**config.mk**
```make
export PLATFORM = sky130hd
export DESIGN_NAME = mp3
export DESIGN_NICKNAME = d
export VERILOG_FILES = /design/src/lc3b_types.sv /design/src/mem_port_if.sv /design/src/arbiter.sv /design/src/fetch.sv /design/src/decode.sv /design/src/execute.sv /design/src/mem.sv /design/src/mp3.sv
export VERILOG_INCLUDE_DIRS = /design/src
export SDC_FILE = /design/constraint.sdc
export NUM_CORES = 1
export LEC_CHECK = 0
export ABC_CLOCK_PERIOD_IN_PS = 16400
export BUFFER_PORTS_ARGS = -buffer_cell sky130_fd_sc_hd__buf_2
export CORE_MARGIN = 10
export CORE_UTILIZATION = 42
export CTS_BUF_LIST = sky130_fd_sc_hd__clkbuf_4
export DETAILED_ROUTE_END_ITERATION = 10
export PLACE_DENSITY = 0.55
export SETUP_SLACK_MARGIN = 0.4
export SKIP_CTS_REPAIR_TIMING = 1
export SYNTH_ARGS = -nofsm -noshare
export SYNTH_HDL_FRONTEND = slang
export SYNTH_SLANG_ARGS = --single-unit
```
**constraint.sdc**
```tcl
create_clock -name clk -period 16.4 [get_ports clk]
set_input_delay 2.46 -clock clk [delete_from_list [all_inputs] [get_ports clk]]
set_output_delay 2.46 -clock clk [all_outputs]
set_load 0.02 [all_outputs]
```
**src/mp3_defines.svh**
```systemverilog
`ifndef MP3_DEFINES_SVH
`define MP3_DEFINES_SVH

// first fetch address out of reset
`define MP3_RESET_PC 16'h0000

`define MP3_NUM_REGS 8

`endif

```
**src/lc3b_types.sv**
```systemverilog
`default_nettype none

package lc3b_types;

	typedef logic [15:0] lc3b_word;
	typedef logic [2:0] lc3b_reg;
	typedef logic [2:0] lc3b_nzp;

	// opcode field, ir[15:12]
	typedef enum logic [3:0] {
		op_br = 4'b0000,
		op_add = 4'b0001,
		op_and = 4'b0101,
		op_not = 4'b1001,
		op_ldr = 4'b0110,
		op_str = 4'b0111
	} lc3b_opcode;

	typedef enum logic [1:0] {alu_add, alu_and, alu_not, alu_pass} lc3b_aluop;

	typedef struct packed {
		lc3b_opcode opcode;
		lc3b_aluop aluop;
		logic sr2_is_imm;
		logic load_regfile;
		logic load_cc;
		logic mem_read;
		logic mem_write;
	} lc3b_control_word;

	typedef struct packed {
		logic valid;
		lc3b_word npc;
		lc3b_word ir;
	} lc3b_f_de;

	typedef struct packed {
		logic valid;
		lc3b_word npc;
		lc3b_word ir;
		lc3b_control_word cw;
		lc3b_word sr1;
		lc3b_word sr2;
		lc3b_nzp cc;
		lc3b_reg dr;
	} lc3b_de_ex;

	// result is store data for STR, ALU value otherwise
	typedef struct packed {
		logic valid;
		lc3b_control_word cw;
		lc3b_word address;
		lc3b_word result;
		lc3b_reg dr;
	} lc3b_ex_mem;

	typedef struct packed {
		logic valid;
		logic load_regfile;
		logic load_cc;
		lc3b_reg dr;
		lc3b_word data;
	} lc3b_mem_wb;

	typedef enum logic [1:0] {arb_idle, arb_inst, arb_data} lc3b_arb_state;

endpackage

`default_nettype wire

```
**src/mem_port_if.sv**
```systemverilog
`timescale 1ns/1ps
`default_nettype none

interface mem_port_if;
	import lc3b_types::*;

	lc3b_word address;
	logic read;
	logic write;
	lc3b_word wdata;
	lc3b_word rdata;
	logic resp;

	// request held until the one-cycle resp
	modport requester (
		output address, read, write, wdata,
		input rdata, resp
	);

	modport server (
		input address, read, write, wdata,
		output rdata, resp
	);
endinterface

`default_nettype wire

```
**src/arbiter.sv**
```systemverilog
`timescale 1ns/1ps
`default_nettype none

module arbiter (
	input logic clk,
	input logic reset,
	mem_port_if.server inst,
	mem_port_if.server data,
	input logic pmem_resp,
	input lc3b_types::lc3b_word pmem_rdata,
	output logic pmem_read,
	output logic pmem_write,
	output lc3b_types::lc3b_word pmem_address,
	output lc3b_types::lc3b_word pmem_wdata
);
	import lc3b_types::*;

	lc3b_arb_state state;
	lc3b_arb_state grant;

	// data side wins when both ask in idle
	always_comb begin
		grant = state;
		if (state == arb_idle) begin
			if (data.read || data.write) begin
				grant = arb_data;
			end else if (inst.read || inst.write) begin
				grant = arb_inst;
			end
		end
	end

	always_ff @(posedge clk) begin
		if (reset) begin
			state <= arb_idle;
		end else if (pmem_resp) begin
			state <= arb_idle;
		end else begin
			state <= grant;
		end
	end

	always_comb begin
		pmem_read = 1'b0;
		pmem_write = 1'b0;
		pmem_address = data.address;
		pmem_wdata = data.wdata;
		case (grant)
			arb_data: begin
				pmem_read = data.read;
				pmem_write = data.write;
			end
			arb_inst: begin
				pmem_read = inst.read;
				pmem_write = inst.write;
				pmem_address = inst.address;
				pmem_wdata = inst.wdata;
			end
			default: ;
		endcase
	end

	assign inst.rdata = pmem_rdata;
	assign data.rdata = pmem_rdata;
	// resp only to the owner
	assign inst.resp = pmem_resp && (grant == arb_inst);
	assign data.resp = pmem_resp && (grant == arb_data);

endmodule

`default_nettype wire

```
**src/fetch.sv**
```systemverilog
`timescale 1ns/1ps
`default_nettype none
`include "mp3_defines.svh"

module fetch (
	input logic clk,
	input logic reset,
	mem_port_if.requester imem,
	input logic dep_stall,
	input logic mem_stall,
	input logic redirect,
	input lc3b_types::lc3b_word target_pc,
	output lc3b_types::lc3b_f_de f_de
);
	import lc3b_types::*;

	lc3b_word pc;
	lc3b_word pending_pc;
	lc3b_word buf_ir;
	logic buf_valid;
	logic discard;
	logic hold;
	logic deliver;

	assign hold = dep_stall | mem_stall;
	assign deliver = imem.resp & ~discard & ~redirect;

	// no new fetch while the buffer is full
	assign imem.address = pc;
	assign imem.read = ~reset & ~buf_valid;
	assign imem.write = 1'b0;
	assign imem.wdata = '0;

	always_ff @(posedge clk) begin
		if (reset) begin
			pc <= `MP3_RESET_PC;
			discard <= 1'b0;
		end else begin
			if (redirect && imem.read && !imem.resp) begin
				// let the read finish before the jump
				pending_pc <= target_pc;
				discard <= 1'b1;
			end else if (redirect) begin
				pc <= target_pc;
				discard <= 1'b0;
			end else if (imem.resp) begin
				pc <= discard ? pending_pc : pc + 16'd2;
				discard <= 1'b0;
			end
		end
	end

	always_ff @(posedge clk) begin
		if (reset || redirect) begin
			f_de.valid <= 1'b0;
			buf_valid <= 1'b0;
		end else if (hold) begin
			if (deliver) begin
				buf_valid <= 1'b1;
				buf_ir <= imem.rdata;
			end
		end else if (buf_valid) begin
			// pc already points past the buffered word
			f_de.valid <= 1'b1;
			f_de.npc <= pc;
			f_de.ir <= buf_ir;
			buf_valid <= 1'b0;
		end else begin
			f_de.valid <= deliver;
			f_de.npc <= pc + 16'd2;
			f_de.ir <= imem.rdata;
		end
	end

endmodule

`default_nettype wire

```
**src/decode.sv**
```systemverilog
`timescale 1ns/1ps
`default_nettype none
`include "mp3_defines.svh"

module decode (
	input logic clk,
	input logic reset,
	input lc3b_types::lc3b_f_de f_de,
	input lc3b_types::lc3b_mem_wb mem_wb,
	input logic ex_ld_reg,
	input logic ex_ld_cc,
	input logic mem_ld_reg,
	input logic mem_ld_cc,
	input lc3b_types::lc3b_reg ex_drid,
	input lc3b_types::lc3b_reg mem_drid,
	input logic redirect,
	input logic mem_stall,
	output logic dep_stall,
	output lc3b_types::lc3b_de_ex de_ex
);
	import lc3b_types::*;

	lc3b_word regs [`MP3_NUM_REGS];
	lc3b_nzp cc;
	lc3b_nzp gen_cc;
	lc3b_opcode op;
	lc3b_control_word cw;
	lc3b_reg sr1_id;
	lc3b_reg sr2_id;
	logic use_sr1;
	logic use_sr2;
	logic cc_busy;

	// an older instruction still owes a write to r
	function automatic logic reg_busy(input lc3b_reg r);
		reg_busy = (ex_ld_reg && ex_drid == r) || (mem_ld_reg && mem_drid == r) ||
			(mem_wb.valid && mem_wb.load_regfile && mem_wb.dr == r);
	endfunction

	assign op = lc3b_opcode'(f_de.ir[15:12]);
	assign sr1_id = f_de.ir[8:6];
	// STR reads its data register through the sr2 port
	assign sr2_id = (op == op_str) ? f_de.ir[11:9] : f_de.ir[2:0];

	always_comb begin
		cw = '0;
		cw.opcode = op;
		cw.aluop = alu_pass;
		case (op)
			op_add, op_and: begin
				cw.aluop = (op == op_add) ? alu_add : alu_and;
				cw.sr2_is_imm = f_de.ir[5];
				cw.load_regfile = 1'b1;
				cw.load_cc = 1'b1;
			end
			op_not: begin
				cw.aluop = alu_not;
				cw.load_regfile = 1'b1;
				cw.load_cc = 1'b1;
			end
			op_ldr: begin
				cw.load_regfile = 1'b1;
				cw.load_cc = 1'b1;
				cw.mem_read = 1'b1;
			end
			op_str: begin
				cw.mem_write = 1'b1;
			end
			default: ;
		endcase
	end

	// everything but BR reads sr1
	assign use_sr1 = cw.load_regfile | cw.mem_write;
	assign use_sr2 = cw.mem_write | ((cw.aluop inside {alu_add, alu_and}) & ~cw.sr2_is_imm);
	assign cc_busy = ex_ld_cc | mem_ld_cc | (mem_wb.valid & mem_wb.load_cc);

	always_comb begin
		dep_stall = 1'b0;
		if (f_de.valid) begin
			dep_stall = (use_sr1 && reg_busy(sr1_id)) || (use_sr2 && reg_busy(sr2_id)) ||
				(op == op_br && cc_busy);
		end
	end

	// write-back
	assign gen_cc = mem_wb.data[15] ? 3'b100 : ((mem_wb.data == '0) ? 3'b010 : 3'b001);

	always_ff @(posedge clk) begin
		if (mem_wb.valid && mem_wb.load_regfile) begin
			regs[mem_wb.dr] <= mem_wb.data;
		end
	end

	always_ff @(posedge clk) begin
		if (reset) begin
			cc <= 3'b010;
		end else if (mem_wb.valid && mem_wb.load_cc) begin
			cc <= gen_cc;
		end
	end

	always_ff @(posedge clk) begin
		if (reset) begin
			de_ex.valid <= 1'b0;
		end else if (!mem_stall) begin
			// bubble on hazard or squash
			de_ex.valid <= f_de.valid & ~dep_stall & ~redirect;
			de_ex.npc <= f_de.npc;
			de_ex.ir <= f_de.ir;
			de_ex.cw <= cw;
			de_ex.sr1 <= regs[sr1_id];
			de_ex.sr2 <= regs[sr2_id];
			de_ex.cc <= cc;
			de_ex.dr <= f_de.ir[11:9];
		end
	end

endmodule

`default_nettype wire

```
**src/execute.sv**
```systemverilog
`timescale 1ns/1ps
`default_nettype none

module execute (
	input logic clk,
	input logic reset,
	input lc3b_types::lc3b_de_ex de_ex,
	input logic mem_stall,
	output logic redirect,
	output lc3b_types::lc3b_word target_pc,
	output logic ex_ld_reg,
	output logic ex_ld_cc,
	output lc3b_types::lc3b_reg ex_drid,
	output lc3b_types::lc3b_ex_mem ex_mem
);
	import lc3b_types::*;

	lc3b_word operand_b;
	lc3b_word alu_out;
	lc3b_word address;
	logic taken;

	assign operand_b = de_ex.cw.sr2_is_imm ? {{11{de_ex.ir[4]}}, de_ex.ir[4:0]} : de_ex.sr2;

	always_comb begin
		case (de_ex.cw.aluop)
			alu_add: alu_out = de_ex.sr1 + operand_b;
			alu_and: alu_out = de_ex.sr1 & operand_b;
			alu_not: alu_out = ~de_ex.sr1;
			// pass carries the store data
			default: alu_out = de_ex.sr2;
		endcase
	end

	// offsets count words
	assign address = de_ex.sr1 + {{9{de_ex.ir[5]}}, de_ex.ir[5:0], 1'b0};
	assign target_pc = de_ex.npc + {{6{de_ex.ir[8]}}, de_ex.ir[8:0], 1'b0};

	assign taken = de_ex.valid && (de_ex.cw.opcode == op_br) && ((de_ex.ir[11:9] & de_ex.cc) != '0);
	// only on the edge the branch leaves execute
	assign redirect = taken & ~mem_stall;

	assign ex_ld_reg = de_ex.valid & de_ex.cw.load_regfile;
	assign ex_ld_cc = de_ex.valid & de_ex.cw.load_cc;
	assign ex_drid = de_ex.dr;

	always_ff @(posedge clk) begin
		if (reset) begin
			ex_mem.valid <= 1'b0;
		end else if (!mem_stall) begin
			ex_mem.valid <= de_ex.valid;
			ex_mem.cw <= de_ex.cw;
			ex_mem.address <= address;
			ex_mem.result <= alu_out;
			ex_mem.dr <= de_ex.dr;
		end
	end

endmodule

`default_nettype wire

```
**src/mem.sv**
```systemverilog
`timescale 1ns/1ps
`default_nettype none

module mem (
	input logic clk,
	input logic reset,
	input lc3b_types::lc3b_ex_mem ex_mem,
	mem_port_if.requester dmem,
	output logic mem_stall,
	output logic mem_ld_reg,
	output logic mem_ld_cc,
	output lc3b_types::lc3b_reg mem_drid,
	output lc3b_types::lc3b_mem_wb mem_wb
);
	import lc3b_types::*;

	lc3b_word wb_data;

	assign dmem.address = ex_mem.address;
	assign dmem.read = ex_mem.valid & ex_mem.cw.mem_read;
	assign dmem.write = ex_mem.valid & ex_mem.cw.mem_write;
	assign dmem.wdata = ex_mem.result;

	// whole pipe waits for the data port
	assign mem_stall = (dmem.read | dmem.write) & ~dmem.resp;

	assign mem_ld_reg = ex_mem.valid & ex_mem.cw.load_regfile;
	assign mem_ld_cc = ex_mem.valid & ex_mem.cw.load_cc;
	assign mem_drid = ex_mem.dr;

	assign wb_data = ex_mem.cw.mem_read ? dmem.rdata : ex_mem.result;

	always_ff @(posedge clk) begin
		if (reset) begin
			mem_wb.valid <= 1'b0;
		end else if (!mem_stall) begin
			mem_wb.valid <= ex_mem.valid;
			mem_wb.load_regfile <= ex_mem.cw.load_regfile;
			mem_wb.load_cc <= ex_mem.cw.load_cc;
			mem_wb.dr <= ex_mem.dr;
			mem_wb.data <= wb_data;
		end
	end

endmodule

`default_nettype wire

```
**src/mp3.sv**
```systemverilog
`timescale 1ns/1ps
`default_nettype none

module mp3 (
	input logic clk,
	input logic reset,
	input logic pmem_resp,
	input lc3b_types::lc3b_word pmem_rdata,
	output logic pmem_read,
	output logic pmem_write,
	output lc3b_types::lc3b_word pmem_address,
	output lc3b_types::lc3b_word pmem_wdata
);
	import lc3b_types::*;

	// stage latches
	lc3b_f_de f_de;
	lc3b_de_ex de_ex;
	lc3b_ex_mem ex_mem;
	lc3b_mem_wb mem_wb;

	logic dep_stall;
	logic mem_stall;
	logic redirect;
	lc3b_word target_pc;

	// in-flight writers for the hazard check
	logic ex_ld_reg;
	logic ex_ld_cc;
	lc3b_reg ex_drid;
	logic mem_ld_reg;
	logic mem_ld_cc;
	lc3b_reg mem_drid;

	mem_port_if inst_port ();
	mem_port_if data_port ();

	fetch u_fetch (
		.imem(inst_port),
		.*
	);

	decode u_decode (.*);

	execute u_execute (.*);

	mem u_mem (
		.dmem(data_port),
		.*
	);

	arbiter u_arbiter (
		.inst(inst_port),
		.data(data_port),
		.*
	);

endmodule

`default_nettype wire

```
==> flow_summary.yaml, run 1 <==
cells_and_area:
  regArea_um2: 10200
  final_util_pct: 48.2
  area_delta_synth_final_pct: 12.8
  drive_above_1_share_pct: 30.7
  layout.nets: 1361
  multi_input_area_um2: 6560
  fillers: 3523
synth:
  yosys_most_used_dff: "edfxtp_1"
  synth_cells: 1174
  synth-seq-cells: 350
  syn_area_per_cell_um2: 14.6
  ys_warn_count: 0
  yosys-top-cells-count: "edfxtp_1, mux2_2, mux4_2, nor2_1, o21ai_0"
  ys_top_cells_by_area: "edfxtp_1, mux4_2, mux2_2, ha_1, dfxtp_1"
  yosysMostFrequentCell: "edfxtp_1"
  synth_edf_count: 323
  synth_fp_nets: 1243
  syn-cell-area_um2: 17200
  synth_cell_type_count: 67
  yosysSeqAreaShare_pct: 59.7
  synth_top_area_cell: "edfxtp_1"
  yosys.area.top_type_share_pct: 56.6
  synth-async-reset-ratio_pct: 0
drt:
  via_count: 10500
  first_pass_iters: 5
  via_per_inst: 5.53
  drcViolationCount: 0
  ant_nets: 0
  drtIter0Drc: 699
  wl_per_cell_um: 22.6
  routed_wl_um: 42800
timing:
  finalClockSkew_ns: 0.0738
  period_minus_slack_ns: 7.20
  final_hold_viol_count: 0
  max_freq_ghz: 0.139
  slew_headroom_pct: 29.0
  setup_viol: 0
  fin_tns_setup_ns: 0
  maxSlewViolCount: 0
  worst_pin_slew_ns: 1.06
  rsz0062_at_grt: "false"
  hold_ws_ns: 0.408
  post-route-period-util_pct: 43.9
global_route:
  overflow: 0
  grt_usage_pct: 17.2
  grt_pass1_wl_um: 65400
  met3_usage_pct: 3.65
  grt_use_met1_pct: 21.8
  met2_usage_pct: 27.9
  grt_pass1_vias: 10900
  antenna_found_initial: 1
  grt-busiest-layer: "met2"
  grt_max_degree: 73
power_and_ir_drop:
  leakage_nw: 6.92
  ir_drop_mv: 0.0475
  power.total_mw: 2.14
  powerDensity_nw_per_um2: 111
floorplanning:
  dieArea_um2: 49300
  core_area_um2: 40100
  num_rows: 73
  die_y_um: 222
  ioPinCount: 53
  fp.dieW_um: 222
  start_util_pct: 42.8
clocking:
  cts_root_buf: "clkbuf_4"
  clkSinkCount: 350
  insertion_delay_ns: 0.79
  cts.path.max_buffers: 3
  cts_tree: "yes"
  clk_pin_slew_ns: 0.07
  cts_buffers: 94
  h-tree-depth: 3
worst_setup_path:
  cp-start-kind: "input pin"
  crit_arrival_ns: 4.74
  critPathMaxFanout: 34
  critPathRequiredTime_ns: 13.94
  r2r_start: "u_decode.de_ex[42]"
  worstSetupPathType: "input pin to output pin"
  critPathCaptureType: "output pin"
  cp-startpoint: "reset"
min_path:
  hp-class: "register to register"
  worstHoldStart: "u_fetch.f_de[16]"
run:
  maxCapViolCount: 0
outcome:
  status: "complete, no violations"
placement:
  gp_congestion: 0.829
  dp_hpwl_um: 27700
  port_buffers: 52
[state kept, by name (all words and copies together) (netlist names)]
register / flops
u_fetch.imem.address: 16
u_decode.cc: 3
u_fetch.f_de: 33
u_fetch.buf_ir: 16
u_fetch.buf_valid: 1
u_fetch.discard: 1
u_arbiter.state: 2
u_decode.regs: 128
u_fetch.pending_pc: 16
u_execute.ex_mem: 39
u_mem.mem_wb: 21
u_decode.de_ex: 74
[report_power, final]
| part | internal (mW) | total (mW) | switching [mW] |
|---|---|---|---|
| Clock | 0.440 | 0.808 | 0.368 |
| Sequential | 1.03 | 1.07 | 0.0416 |
| Combinational | 0.119 | 0.266 | 0.146 |
| Total | 1.59 | 2.14 | 0.556 |
[per-stage QoR]
step / worst slack, ns / cells / cell area [um^2]
floorplan: 6.92 / 1174 / 17200
global placement: 9.23 / 1721 / 18100
detailed placement: 9.14 / 1721 / 18100
CTS: 9.14 / 1891 / 19300
global route: 9.02 / 1892 / 19300
finish: 9.20 / 1892 / 19300
[area by class of cell]
type | count | area share (%)
flip-flops and latches | 350 | 52.9
clock inverters | 22 | 0.770
multi-input cells | 721 | 33.9
diodes | 1 | 0.0129
repair buffers | 75 | 2.24
inverters | 50 | 0.977
clock buffers | 148 | 5.74
well taps | 525 | 3.40
[placed cells by master, fill, tap and decap left out, drive strengths merged, types with 5 or more instances in the layout]
cell / synthesis / routed
a211oi: 7 / 7
a21o: 12 / 12
a21oi: 41 / 41
a221oi: 5 / 5
a311oi: 6 / 6
and3: 6 / 6
buf: 21 / 75
clkbuf: 32 / 148
clkinv: 1 / 21
dfxtp: 27 / 27
edfxtp: 323 / 323
ha: 47 / 47
inv: 49 / 49
mux2: 85 / 85
mux2i: 5 / 5
mux4: 78 / 78
nand2: 58 / 58
nand2b: 6 / 6
nand3: 19 / 19
nor2: 64 / 64
nor2b: 25 / 25
nor3: 24 / 24
nor4: 14 / 14
o211ai: 5 / 5
o21a: 12 / 12
o21ai: 60 / 60
o21bai: 5 / 5
xnor2: 47 / 47
xor2: 32 / 32
[critical path, cell delays in order]
cell	delay, ns
buf_2	0.31
nor3_1	0.27
a21oi_1	0.14
inv_1	0.10
ha_2	0.84
mux2_2	0.42
buf_2	0.16
[layer usage]
layer  vias up  part of all wire [%]
met3        73                   5.2
met5         -                     0
met4         0                   2.9
met1      5246                    44
met2       292                    48
li1       4851                     -
[worst paths after layout]
check / slack, ns / endpoint / depth (start not counted)
worst max-delay path: 9.20 / pmem_address[13] / 7
worst min-delay path: 0.41 / u_decode.de_ex[65] / 0
worst max register to register: 12.52 / u_execute.ex_mem[18] / 9
worst min register to register: 0.41 / u_decode.de_ex[65] / 0
[cells by family after synthesis]
logic type,after synthesis,synth area share [%]
adder cells (fa/ha/maj),50,3.78
buffers and inverters,103,2.45
multiplexers,168,16.2
AND/OR/NAND/NOR,240,6.98
XOR/XNOR,79,4.03
flip-flops,350,59.7
AO/OA/AOI/OAI,184,6.89
(Power assumes the default switching activity.)
==> inputs of run 2 (changes only) <==
--- a/config.mk
+++ b/config.mk
@@ -6,13 +6,14 @@
 export SDC_FILE = /design/constraint.sdc
 export NUM_CORES = 1
 export LEC_CHECK = 0
-export ABC_CLOCK_PERIOD_IN_PS = 16400
+export ABC_AREA = 1
+export ABC_CLOCK_PERIOD_IN_PS = 5970
 export BUFFER_PORTS_ARGS = -buffer_cell sky130_fd_sc_hd__buf_2
 export CORE_MARGIN = 10
 export CORE_UTILIZATION = 42
 export CTS_BUF_LIST = sky130_fd_sc_hd__clkbuf_4
 export DETAILED_ROUTE_END_ITERATION = 10
-export PLACE_DENSITY = 0.55
+export PLACE_DENSITY = 0.57
 export SETUP_SLACK_MARGIN = 0.4
 export SKIP_CTS_REPAIR_TIMING = 1
 export SYNTH_ARGS = -nofsm -noshare
==> constraint.sdc (replaced) <==
create_clock -name clk -period 5.97 [get_ports clk]
set_input_delay 0.8955 -clock clk [delete_from_list [all_inputs] [get_ports clk]]
set_output_delay 0.8955 -clock clk [all_outputs]
set_load 0.02 [all_outputs]
==> flow_summary.yaml, run 2 <==
worst_setup_path:
  cp-start-kind: "register"
  crit_arrival_ns: 3.29
  worstSetupPathType: "register to output pin"
  r2r_start: "u_fetch.f_de[15]"
  cp-startpoint: "u_fetch.buf_valid"
  critPathCaptureType: "output pin"
  critPathMaxFanout: 48
  reg2reg_setup_slack_ns: 2.36
  critPathRequiredTime_ns: 5.07
synth:
  ys_warn_count: 0
  ys_top_cells_by_area: "edfxtp_1, nand2_1, o21ai_0, inv_1, a21oi_1"
  synth_top_area_cell: "edfxtp_1"
  synth_cell_type_count: 47
  syn_area_per_cell_um2: 9.90
  yosys-top-cells-count: "nand2_1, edfxtp_1, o21ai_0, inv_1, nor2_1"
  synth_edf_count: 323
  syn-cell-area_um2: 17500
  synth-async-reset-ratio_pct: 0
  yosys_most_used_dff: "edfxtp_1"
  synth_cells: 1768
  yosysSeqAreaShare_pct: 58.5
  yosysMostFrequentCell: "nand2_1"
  synth-seq-cells: 350
  yosys.area.top_type_share_pct: 55.4
  synth_fp_nets: 1837
timing:
  setup_viol: 0
  fin_tns_setup_ns: 0
  finalClockSkew_ns: 0.0391
  post-route-period-util_pct: 70.0
  worst_pin_slew_ns: 1.08
  rsz0062_at_grt: "false"
  maxSlewViolCount: 0
  period_minus_slack_ns: 4.18
  final_hold_viol_count: 0
  max_freq_ghz: 0.239
  hold_ws_ns: 0.352
  slew_headroom_pct: 28.0
drt:
  drtIter0Drc: 1066
  first_pass_iters: 7
  drcViolationCount: 0
  ant_nets: 0
  via_per_inst: 5.44
  wl_per_cell_um: 20.0
  via_count: 13400
  routed_wl_um: 49500
global_route:
  grt_pass1_vias: 13000
  grt_max_degree: 88
  overflow: 0
  grt_pass1_wl_um: 75600
  grt_usage_pct: 19.5
  antenna_found_initial: 2
min_path:
  worstHoldStart: "pmem_rdata[7]"
  hp-class: "input pin to register"
cells_and_area:
  final_cell_mix: "nand2_1, edfxtp_1, o21ai_0"
  multi_input_area_um2: 6250
  area_delta_synth_final_pct: 11.3
  largest_register_ff_count: 128
  drive_above_1_share_pct: 13.0
  fillers: 3883
  final_common_cell: "nand2_1"
  largest-register: "u_decode.regs"
  largestRegisters: "u_decode.regs: 128 flops, u_decode.de_ex: 74 flops, u_execute.ex_mem: 39 flops"
  fin_cells: 2469
  regArea_um2: 10200
  layout.nets: 1929
  final_util_pct: 47.5
clocking:
  cts_tree: "yes"
  insertion_delay_ns: 0.77
  cts_buffers: 93
  clkSinkCount: 350
  clk_pin_slew_ns: 0.07
  cts.path.max_buffers: 3
  cts_root_buf: "clkbuf_4"
  h-tree-depth: 3
floorplanning:
  dieArea_um2: 50300
  die_y_um: 224
  fp.dieW_um: 224
  num_rows: 74
  core_area_um2: 41000
  ioPinCount: 53
  start_util_pct: 42.7
run:
  maxCapViolCount: 0
placement:
  dp_hpwl_um: 32900
  gp_congestion: 0.894
  port_buffers: 52
  placedCellCount: 2297
power_and_ir_drop:
  power_frac_seq_pct: 50.3
  swShare_pct: 28.4
  p_comb_share_pct: 13.7
  powerDensity_nw_per_um2: 299
  power.total_mw: 5.82
  p_int_mw: 4.17
  clkPwrFrac_pct: 36.0
  ir_drop_mv: 0.124
  leakage_nw: 7.70
  p_switching_mw: 1.65
outcome:
  status: "complete, no violations"
## run 2: cell types whose count changed after synthesis, sizes merged, moves of 25 or more
cell and delta:
o21ai +155, nor2 +59, inv +143, o211ai +38, nor2b -25, mux2 -81, mux4 -78, nand3 +44
xnor2 -32, a21oi +77, nand2 +286, a31oi +40
## run 2: cell families after synthesis
family | Yosys count | synth area share, %
xor gates and xnor gates | 43 | 2.15
AOI/OAI and AO/OA | 481 | 15.7
DFF | 350 | 58.5
and+or+nand+nor | 570 | 13.7
buffers and inverters | 270 | 5.98
adders and majority gates | 50 | 3.70
muxes | 4 | 0.257
## run 2: metrics by stage
step	setup WS [ns]	cell area (um^2)
floorplan	1.77	17500
global placement	2.07	18300
detailed placement	2.02	18300
CTS	1.68	19500
global route	1.54	19500
finish	1.79	19500
## run 2: metal layers
layer / wire length [um] / vias to the layer above / GRT usage [%]
met3: 3140 / 95 / 3.41
li1: - / 6472 / -
met5: 0 / - / 0
met2: 23000 / 449 / 31.0
met1: 21600 / 6412 / 25.6
met4: 1650 / 0 / 8.82
## run 2: power groups by stage
stage	registers (mW)	logic, mW	clock network (mW)
floorplan	2.94	0.562	0
global placement	2.98	0.784	0
detailed placement	2.98	0.792	0
CTS	2.93	0.797	2.15
global route	2.94	0.894	2.28
finish	2.93	0.799	2.09
## run 2: layout make-up
class	count	share of cell area, %
Antenna cell	2	0.0257
Clock buffer	135	5.20
Clock inverter	35	0.822
Inverter	194	3.74
Multi-Input combinational cell	1148	32.0
Sequential cell	350	52.5
Tap cell	532	3.42
Timing Repair Buffer	73	2.21
## run 2: critical path: stages (launching register included)
cell and delay, ns:
dfxtp_1 0.30, buf_4 0.25, nor2_1 0.32, a31oi_1 0.19, inv_1 0.09, ha_2 0.77, mux2_2 0.42, buf_2 0.16
## run 2: path summary, 6_finish.rpt
kind	end	cells after the start
setup / recovery	pmem_address[2]	7
hold / removal	u_fetch.buf_ir[7]	1
setup reg to reg	u_fetch.f_de[29]	13
hold reg to reg	u_decode.de_ex[67]	0
